--- src/rtl/cpu_config.svh ---
`ifndef CPU_CONFIG_SVH
`define CPU_CONFIG_SVH

// Datapath sizes
`define CPU_XLEN        32
`define CPU_NUM_REGS    32
`define CPU_REG_ADDR_W  5

// Register-register group, instr[31:15]
`define OPC_ADD_W   17'h00020
`define OPC_SUB_W   17'h00022
`define OPC_SLT     17'h00024
`define OPC_AND     17'h00029
`define OPC_OR      17'h0002a
`define OPC_XOR     17'h0002b

`define OPC_ADDI_W  10'h00a   // instr[31:22]
`define OPC_LU12I_W 7'h0a     // instr[31:25]

// ALU operations
`define ALU_ADD 3'd0
`define ALU_SUB 3'd1
`define ALU_SLT 3'd2
`define ALU_AND 3'd3
`define ALU_OR  3'd4
`define ALU_XOR 3'd5
`define ALU_LUI 3'd6    // Pass src_b through

`endif

--- src/rtl/cpu_pkg.sv ---
`include "cpu_config.svh"

package cpu_pkg;

    // Data word as held in the register file
    typedef logic [`CPU_XLEN-1:0] word_t;

    // Program counter
    typedef logic [`CPU_XLEN-1:0] addr_t;

    // Raw instruction word
    typedef logic [31:0] instr_t;

    // General register index
    typedef logic [`CPU_REG_ADDR_W-1:0] reg_idx_t;

    // ALU operation select, see ALU_* codes
    typedef logic [2:0] alu_op_t;

endpackage

--- src/rtl/stage_if.sv ---
`timescale 1ns/1ps

// Decode register contents, operands already resolved
interface decode_exec_if;
    import cpu_pkg::*;

    logic     valid;
    alu_op_t  alu_op;
    logic     wen;
    reg_idx_t rd;
    word_t    src_a;
    word_t    src_b;
    addr_t    pc;

    modport source (output valid, alu_op, wen, rd, src_a, src_b, pc);
    modport sink   (input  valid, alu_op, wen, rd, src_a, src_b, pc);
endinterface

// Execute register contents
interface exec_result_if;
    import cpu_pkg::*;

    logic     valid;
    logic     wen;
    reg_idx_t rd;
    word_t    data;
    addr_t    pc;

    modport source (output valid, wen, rd, data, pc);
    modport sink   (input  valid, wen, rd, data, pc);
endinterface

// Forwarding path back to decode
interface bypass_if;
    import cpu_pkg::*;

    logic     valid;
    logic     wen;
    reg_idx_t rd;
    word_t    data;

    modport source (output valid, wen, rd, data);
    modport sink   (input  valid, wen, rd, data);
endinterface

// Two combinational register file read ports
interface rf_read_if;
    import cpu_pkg::*;

    reg_idx_t raddr_a;
    reg_idx_t raddr_b;
    word_t    rdata_a;
    word_t    rdata_b;

    modport requester (output raddr_a, raddr_b, input rdata_a, rdata_b);
    modport responder (input raddr_a, raddr_b, output rdata_a, rdata_b);
endinterface

--- src/rtl/cpu_top.sv ---
`timescale 1ns/1ps

module cpu_top (
    input  logic                clk,
    input  logic                reset_i,

    // Instruction in
    input  logic                instr_valid_i,
    input  cpu_pkg::instr_t     instr_i,
    input  cpu_pkg::addr_t      pc_i,

    // Retire report
    output logic                debug_wb_valid_o,
    output cpu_pkg::addr_t      debug_wb_pc_o,
    output logic                debug_wb_rf_wen_o,
    output cpu_pkg::reg_idx_t   debug_wb_rf_wnum_o,
    output cpu_pkg::word_t      debug_wb_rf_wdata_o
);

    decode_exec_if dec_ex ();
    exec_result_if ex_res ();
    bypass_if      ex_byp ();   // From ALU output
    bypass_if      wb_byp ();   // From execute register
    rf_read_if     rf_rd ();

    decode_stage u_decode (
        .clk           (clk),
        .reset_i       (reset_i),
        .instr_valid_i (instr_valid_i),
        .instr_i       (instr_i),
        .pc_i          (pc_i),
        .rf_rd         (rf_rd),
        .ex_byp        (ex_byp),
        .wb_byp        (wb_byp),
        .dec_o         (dec_ex)
    );

    execute_stage u_execute (
        .clk     (clk),
        .reset_i (reset_i),
        .dec_i   (dec_ex),
        .ex_byp  (ex_byp),
        .ex_o    (ex_res)
    );

    result_stage u_result (
        .clk                 (clk),
        .reset_i             (reset_i),
        .ex_i                (ex_res),
        .rf_rd               (rf_rd),
        .wb_byp              (wb_byp),
        .debug_wb_valid_o    (debug_wb_valid_o),
        .debug_wb_pc_o       (debug_wb_pc_o),
        .debug_wb_rf_wen_o   (debug_wb_rf_wen_o),
        .debug_wb_rf_wnum_o  (debug_wb_rf_wnum_o),
        .debug_wb_rf_wdata_o (debug_wb_rf_wdata_o)
    );

endmodule

--- src/rtl/decode_stage.sv ---
`timescale 1ns/1ps
`include "cpu_config.svh"

module decode_stage (
    input  logic                 clk,
    input  logic                 reset_i,
    input  logic                 instr_valid_i,
    input  cpu_pkg::instr_t      instr_i,
    input  cpu_pkg::addr_t       pc_i,
    rf_read_if.requester         rf_rd,
    bypass_if.sink               ex_byp,
    bypass_if.sink               wb_byp,
    decode_exec_if.source        dec_o
);
    import cpu_pkg::*;

    reg_idx_t rd;
    reg_idx_t rj;
    reg_idx_t rk;
    alu_op_t  alu_op;
    logic     matched;
    logic     use_imm;
    word_t    imm;
    logic     ex_hit_a;
    logic     ex_hit_b;
    logic     wb_hit_a;
    logic     wb_hit_b;
    word_t    opnd_a;
    word_t    opnd_b;

    function automatic logic byp_hit(input logic valid, input logic wen,
                                     input reg_idx_t byp_rd, input reg_idx_t idx);
        return valid && wen && (byp_rd == idx);
    endfunction

    // Youngest producer wins
    function automatic word_t pick_operand(input logic ex_hit, input logic wb_hit,
                                           input word_t ex_data, input word_t wb_data,
                                           input word_t rf_data);
        if (ex_hit)
            return ex_data;
        else if (wb_hit)
            return wb_data;
        return rf_data;
    endfunction

    assign rd = instr_i[4:0];
    assign rj = instr_i[9:5];
    assign rk = instr_i[14:10];

    assign rf_rd.raddr_a = rj;
    assign rf_rd.raddr_b = rk;

    always_comb begin
        alu_op  = `ALU_ADD;
        matched = 1'b1;
        use_imm = 1'b0;
        imm     = '0;
        if (instr_i[31:22] == `OPC_ADDI_W) begin
            use_imm = 1'b1;
            imm     = {{(`CPU_XLEN-12){instr_i[21]}}, instr_i[21:10]}; // si12
        end else if (instr_i[31:25] == `OPC_LU12I_W) begin
            alu_op  = `ALU_LUI;
            use_imm = 1'b1;
            imm     = {instr_i[24:5], 12'b0};
        end else begin
            case (instr_i[31:15])
                `OPC_ADD_W: alu_op = `ALU_ADD;
                `OPC_SUB_W: alu_op = `ALU_SUB;
                `OPC_SLT:   alu_op = `ALU_SLT;
                `OPC_AND:   alu_op = `ALU_AND;
                `OPC_OR:    alu_op = `ALU_OR;
                `OPC_XOR:   alu_op = `ALU_XOR;
                default:    matched = 1'b0;  // Retires as a no-op
            endcase
        end
    end

    assign ex_hit_a = byp_hit(ex_byp.valid, ex_byp.wen, ex_byp.rd, rj);
    assign ex_hit_b = byp_hit(ex_byp.valid, ex_byp.wen, ex_byp.rd, rk);
    assign wb_hit_a = byp_hit(wb_byp.valid, wb_byp.wen, wb_byp.rd, rj);
    assign wb_hit_b = byp_hit(wb_byp.valid, wb_byp.wen, wb_byp.rd, rk);

    assign opnd_a = pick_operand(ex_hit_a, wb_hit_a, ex_byp.data, wb_byp.data, rf_rd.rdata_a);
    assign opnd_b = pick_operand(ex_hit_b, wb_hit_b, ex_byp.data, wb_byp.data, rf_rd.rdata_b);

    always_ff @(posedge clk) begin
        if (reset_i) begin
            dec_o.valid <= 1'b0;
            dec_o.wen   <= 1'b0;
        end else begin
            dec_o.valid <= instr_valid_i;
            dec_o.wen   <= instr_valid_i && matched && (rd != '0); // r0 never written
        end
    end

    always_ff @(posedge clk) begin
        dec_o.alu_op <= alu_op;
        dec_o.rd     <= rd;
        dec_o.src_a  <= opnd_a;
        dec_o.src_b  <= use_imm ? imm : opnd_b;
        dec_o.pc     <= pc_i;
    end

endmodule

--- src/rtl/execute_stage.sv ---
`timescale 1ns/1ps
`include "cpu_config.svh"

module execute_stage (
    input  logic             clk,
    input  logic             reset_i,
    decode_exec_if.sink      dec_i,
    bypass_if.source         ex_byp,
    exec_result_if.source    ex_o
);
    import cpu_pkg::*;

    word_t alu_res;
    logic  slt_bit;

    assign slt_bit = $signed(dec_i.src_a) < $signed(dec_i.src_b);

    always_comb begin
        case (dec_i.alu_op)
            `ALU_ADD: alu_res = dec_i.src_a + dec_i.src_b;
            `ALU_SUB: alu_res = dec_i.src_a - dec_i.src_b;
            `ALU_SLT: alu_res = {{(`CPU_XLEN-1){1'b0}}, slt_bit};
            `ALU_AND: alu_res = dec_i.src_a & dec_i.src_b;
            `ALU_OR:  alu_res = dec_i.src_a | dec_i.src_b;
            `ALU_XOR: alu_res = dec_i.src_a ^ dec_i.src_b;
            `ALU_LUI: alu_res = dec_i.src_b;   // Immediate already shifted
            default:  alu_res = '0;
        endcase
    end

    // Result visible to decode in the same cycle
    assign ex_byp.valid = dec_i.valid;
    assign ex_byp.wen   = dec_i.wen;
    assign ex_byp.rd    = dec_i.rd;
    assign ex_byp.data  = alu_res;

    always_ff @(posedge clk) begin
        if (reset_i) begin
            ex_o.valid <= 1'b0;
            ex_o.wen   <= 1'b0;
        end else begin
            ex_o.valid <= dec_i.valid;
            ex_o.wen   <= dec_i.wen;
        end
    end

    always_ff @(posedge clk) begin
        ex_o.rd   <= dec_i.rd;
        ex_o.data <= alu_res;
        ex_o.pc   <= dec_i.pc;
    end

endmodule

--- src/rtl/result_stage.sv ---
`timescale 1ns/1ps
`include "cpu_config.svh"

module result_stage (
    input  logic                clk,
    input  logic                reset_i,
    exec_result_if.sink         ex_i,
    rf_read_if.responder        rf_rd,
    bypass_if.source            wb_byp,
    output logic                debug_wb_valid_o,
    output cpu_pkg::addr_t      debug_wb_pc_o,
    output logic                debug_wb_rf_wen_o,
    output cpu_pkg::reg_idx_t   debug_wb_rf_wnum_o,
    output cpu_pkg::word_t      debug_wb_rf_wdata_o
);
    import cpu_pkg::*;

    word_t regs [`CPU_NUM_REGS];
    logic  rf_we;

    assign rf_we = ex_i.valid && ex_i.wen;

    always_ff @(posedge clk) begin
        if (reset_i) begin
            for (int i = 0; i < `CPU_NUM_REGS; i++)
                regs[i] <= '0;
        end else if (rf_we) begin
            regs[ex_i.rd] <= ex_i.data;
        end
    end

    // r0 is hardwired to zero
    assign rf_rd.rdata_a = (rf_rd.raddr_a == '0) ? '0 : regs[rf_rd.raddr_a];
    assign rf_rd.rdata_b = (rf_rd.raddr_b == '0) ? '0 : regs[rf_rd.raddr_b];

    // Item being written this cycle, not yet readable from regs
    assign wb_byp.valid = ex_i.valid;
    assign wb_byp.wen   = ex_i.wen;
    assign wb_byp.rd    = ex_i.rd;
    assign wb_byp.data  = ex_i.data;

    // Commit report
    always_ff @(posedge clk) begin
        if (reset_i) begin
            debug_wb_valid_o  <= 1'b0;
            debug_wb_rf_wen_o <= 1'b0;
        end else begin
            debug_wb_valid_o  <= ex_i.valid;
            debug_wb_rf_wen_o <= rf_we;
        end
    end

    always_ff @(posedge clk) begin
        debug_wb_pc_o       <= ex_i.pc;
        debug_wb_rf_wnum_o  <= ex_i.rd;
        debug_wb_rf_wdata_o <= ex_i.data;
    end

endmodule

--- config.mk ---
export PLATFORM = sky130hd
export DESIGN_NAME = cpu_top
export DESIGN_NICKNAME = d
export VERILOG_FILES = /design/src/rtl/cpu_pkg.sv /design/src/rtl/stage_if.sv /design/src/rtl/cpu_top.sv /design/src/rtl/decode_stage.sv /design/src/rtl/execute_stage.sv /design/src/rtl/result_stage.sv
export VERILOG_INCLUDE_DIRS = /design/src /design/src/rtl
export SDC_FILE = /design/constraint.sdc
export NUM_CORES = 2
export LEC_CHECK = 0
export BUFFER_PORTS_ARGS = -buffer_cell sky130_fd_sc_hd__buf_4
export CAP_MARGIN = 20
export CORE_MARGIN = 1.5
export CORE_UTILIZATION = 60
export DETAILED_ROUTE_END_ITERATION = 16
export PLACE_DENSITY_LB_ADDON = 0.25
export SLEW_MARGIN = 10
export SYNTH_ARGS = -nofsm -noshare
export SYNTH_HDL_FRONTEND = slang
export SYNTH_SLANG_ARGS = --single-unit
--- constraint.sdc ---
create_clock -name clk -period 6.42 [get_ports clk]
set_clock_uncertainty 0.2 [all_clocks]
set_input_delay 0.642 -clock clk [delete_from_list [all_inputs] [get_ports clk]]
set_output_delay 0.642 -clock clk [all_outputs]
set_load 0.1 [all_outputs]
==> impl_metrics.toml <==
[status]
outcome = "complete, no violations"

[synth]
ys_ff_latch = 1272
synth.distinct_cells = 94
yosys.area_share.simple = 0.129
yosys-top-cells-area = "edfxtp_1, mux4_2, and2_1"
ys_dominant_reg_cell = "edfxtp_1"
synth_area_mm2 = 0.0670
syn_avg_cell_area_um2 = 14.2
muxShareOfSynthArea = 0.222
synth_fp_nets = 4877
synth_top_family_by_area = "multiplexers"
synth_top_area_share = 0.459
synth_compound_area_frac = 0.0562
synthArstFlopShare = 0
synth_enable_flop_cells = 1024
yosysSeqAreaShare = 0.533
yosys_warnings = 0
synth_xor_area_frac = 0.00470
synth_top_area_cell = "edfxtp_1"
synth_adder_area_share = 0.0198
netlist_instances = 4705

[place]
dp_hpwl_um = 133000
place_ws_ps = 2120
io_buffers = 137
post_dp_cell_area_mm2 = 0.0697
place_congestion = 1.10

[global_routing]
grt_pass1_wl_um = 311000
grt_usage = 0.388
met1_usage = 0.519
grt_max_degree = 92
grt_pass1_vias = 44300
grt_antenna_before_repair = 12
busiest_layer = "met2"
overflow = 0
use_met2 = 0.593
grt_use_met3 = 0.112

[floorplan]
core.rowCount = 122
start_util = 0.606
boundaryPins = 138
fp.dieH_um = 337
die_area_mm2 = 0.114
core_mm2 = 0.111
die_w_um = 337

[clock_tree]
cts_tree = "built"
clk_latency_ps = 790
cts.sinks = 1272
cts.reportedPaths.clkPinSlew_ps = 70
cts_root_buf = "clkbuf_16"
h-tree-depth = 4
clk_path_buf_depth = 3
hold_buffers = 45
cts_buffers = 137
cts_setup_buffers = 0
cts.repair.resized = 0

[min_path]
hold_class = "in2reg"
hp-start = "instr_i[15]"

[drt]
wl_per_cell_um = 34.4
ant_nets = 0
drt_iter0_drc = 6938
vias = 44900
wl_um = 218000
vias_per_cell = 7.09
drcViolationCount = 0
dr.pass1.iters = 6

[timing]
rsz0062_at_grt = "no"
min_period_ps = 4170
period_share = 0.649
timing.final.ws_setup_ps = 2250
fmax_mhz = 240
final_hold_viol_count = 0
setup_viol = 0
relSlewSlack = 0.241
maxSlewViolCount = 0
setup_tns_ps = 0
worst_pin_slew_ps = 1140

[layout]
nFillCells = 7510
postLayoutCellArea_mm2 = 0.0747
drive_gt1_frac = 0.257
area_delta_synth_final_pct = 11.4
finalNetCount = 4903

[pwr]
vdd_drop_max_uv = 406
seqPwrFrac = 0.431
clockPowerShare = 0.344
switching_power_uw = 7570
power_density_mw_per_mm2 = 308
leakage_uw = 0.0275
p_int_uw = 15400
swShare = 0.329
combPwrFrac = 0.225

[critical_path]
start_kind = "register"
criticalPathCategory = "reg2reg"
cp-end-kind = "register"
cp-startpoint = "u_decode.dec_o.src_b[20]"
cp_max_fo = 17
cp_data_required_time_ps = 6850
cp.arrival_ps = 4600
r2r_start = "u_decode.dec_o.src_b[20]"

[flow_run]
max_cap_viol_count = 0
## worst paths after layout
path / depth (start not counted) / slack [ps] / endpoint
setup / recovery: 11 / 2250 / u_decode.dec_o.src_a[29]
hold / removal: 3 / 30 / u_decode.dec_o.alu_op[0]
setup reg to reg: 11 / 2250 / u_decode.dec_o.src_a[29]
hold reg to reg: 0 / 120 / u_result.debug_wb_pc_o[9]
## synthesized netlist by cell type, types with 17 or more instances
cell type,count
a211oi_1,27
a21o_1,25
a21oi_1,128
a221o_1,21
a221oi_1,26
a22oi_1,17
and2_1,996
buf_1,22
buf_2,76
buf_4,27
clkbuf_1,326
dfxtp_1,248
edfxtp_1,1024
ha_1,103
inv_1,113
mux2i_1,69
mux4_2,629
nand2_1,96
nand3_1,21
nand4_1,17
nor2_1,159
nor2b_1,26
nor3_1,55
o211ai_1,21
o21ai_0,84
o31ai_1,18
or2_2,36
or3_1,19
xnor2_1,26
## area by class of cell
class | count | area (µm²) | area share
flip-flops and latches | 1272 | 35700 | 0.478
clock inverters | 64 | 671 | 0.00898
repair buffers | 340 | 2960 | 0.0396
well taps | 1488 | 1860 | 0.0249
clock buffers | 187 | 3800 | 0.0508
inverters | 116 | 435 | 0.00583
multi-input cells | 2864 | 29200 | 0.391
diodes | 2 | 5.00 | 0.0000670
## cells by family after synthesis
| family | Yosys count |
|---|---|
| muxes | 703 |
| buffers and inverters | 569 |
| and+or+nand+nor | 1491 |
| AOI/OAI and AO/OA | 529 |
| DFF | 1272 |
| xor gates and xnor gates | 36 |
| adders and majority gates | 105 |
## power by group through the flow
stage	Combinational, µW	Sequential [µW]	Clock (µW)
5_1_grt	5360	9960	8230
2_1_floorplan	2550	10600	0
4_1_cts	4910	9980	7920
6_report	5170	9910	7900
3_5_place_dp	4870	10100	0
3_3_place_gp	4590	10200	0
## worst max-delay path, stage by stage (launching register included)
cell and delay [ps]:
dfxtp_1 470, inv_1 110, ha_1 670, nand2_1 310
o21a_1 250, a31o_2 250, o2111ai_1 200, o211ai_1 280
o31ai_1 320, a21oi_1 100, a221oi_2 670, o21ai_1 160
## metal layers
| layer | vias to the layer above | wire length, µm |
|---|---|---|
| li1 | 18000 | - |
| met1 | 22500 | 74200 |
| met2 | 3766 | 99900 |
| met3 | 723 | 32200 |
| met4 | 4 | 11300 |
| met5 | - | 33 |
## metrics by stage
step / power (µW) / cells / util / hold slack (ps)
after floorplan: 13100 / 4705 / - / 110
after CTS: 22800 / 6325 / 0.674 / 2.90
after global placement: 14800 / 6020 / 0.628 / 110
after detailed placement: 15000 / 6029 / 0.629 / 112
after global routing: 23500 / 6331 / 0.675 / 28.7
final: 23000 / 6333 / 0.675 / 33.5
## registers in the layout, indices dropped and copies added, names as in the netlist
register / cells
u_execute.ex_o.data: 32
u_decode.dec_o.valid: 1
u_result.debug_wb_rf_wnum_o: 5
u_execute.ex_o.pc: 32
u_decode.dec_o.wen: 1
u_result.regs: 1024
u_decode.dec_o.pc: 32
u_execute.ex_o.valid: 1
u_result.debug_wb_rf_wdata_o: 32
u_result.debug_wb_valid_o: 1
u_result.debug_wb_rf_wen_o: 1
u_result.debug_wb_pc_o: 32
u_decode.dec_o.alu_op: 3
u_decode.dec_o.rd: 5
u_decode.dec_o.src_a: 32
u_execute.ex_o.rd: 5
u_decode.dec_o.src_b: 32
u_execute.ex_o.wen: 1
## layout by cell type, fill, tap and decap left out, types with 12 or more instances in the layout
cell type	Yosys	routed
a211oi_1	27	27
a21o_1	25	25
a21oi_1	128	128
a221o_1	21	21
a221oi_1	26	26
a22oi_1	17	17
a31oi_1	14	14
and2_1	996	996
buf_4	27	267
buf_8	0	14
clkbuf_1	326	32
clkbuf_16	0	137
clkbuf_8	0	18
clkinv_2	0	25
dfxtp_1	248	247
dlygate4sd3_1	0	45
edfxtp_1	1024	1024
ha_1	103	103
inv_1	113	113
mux2i_1	69	69
mux4_2	629	629
nand2_1	96	96
nand2b_1	16	16
nand3_1	21	21
nand4_1	17	17
nor2_1	159	126
nor2_4	0	32
nor2b_1	26	24
nor3_1	55	55
nor4_1	16	16
o211ai_1	21	21
o21ai_0	84	84
o21bai_1	12	12
o22ai_1	12	12
o31ai_1	18	18
or2_2	36	36
or3_1	19	19
xnor2_1	26	26
No activity file was read; power rests on OpenSTA's default activity.
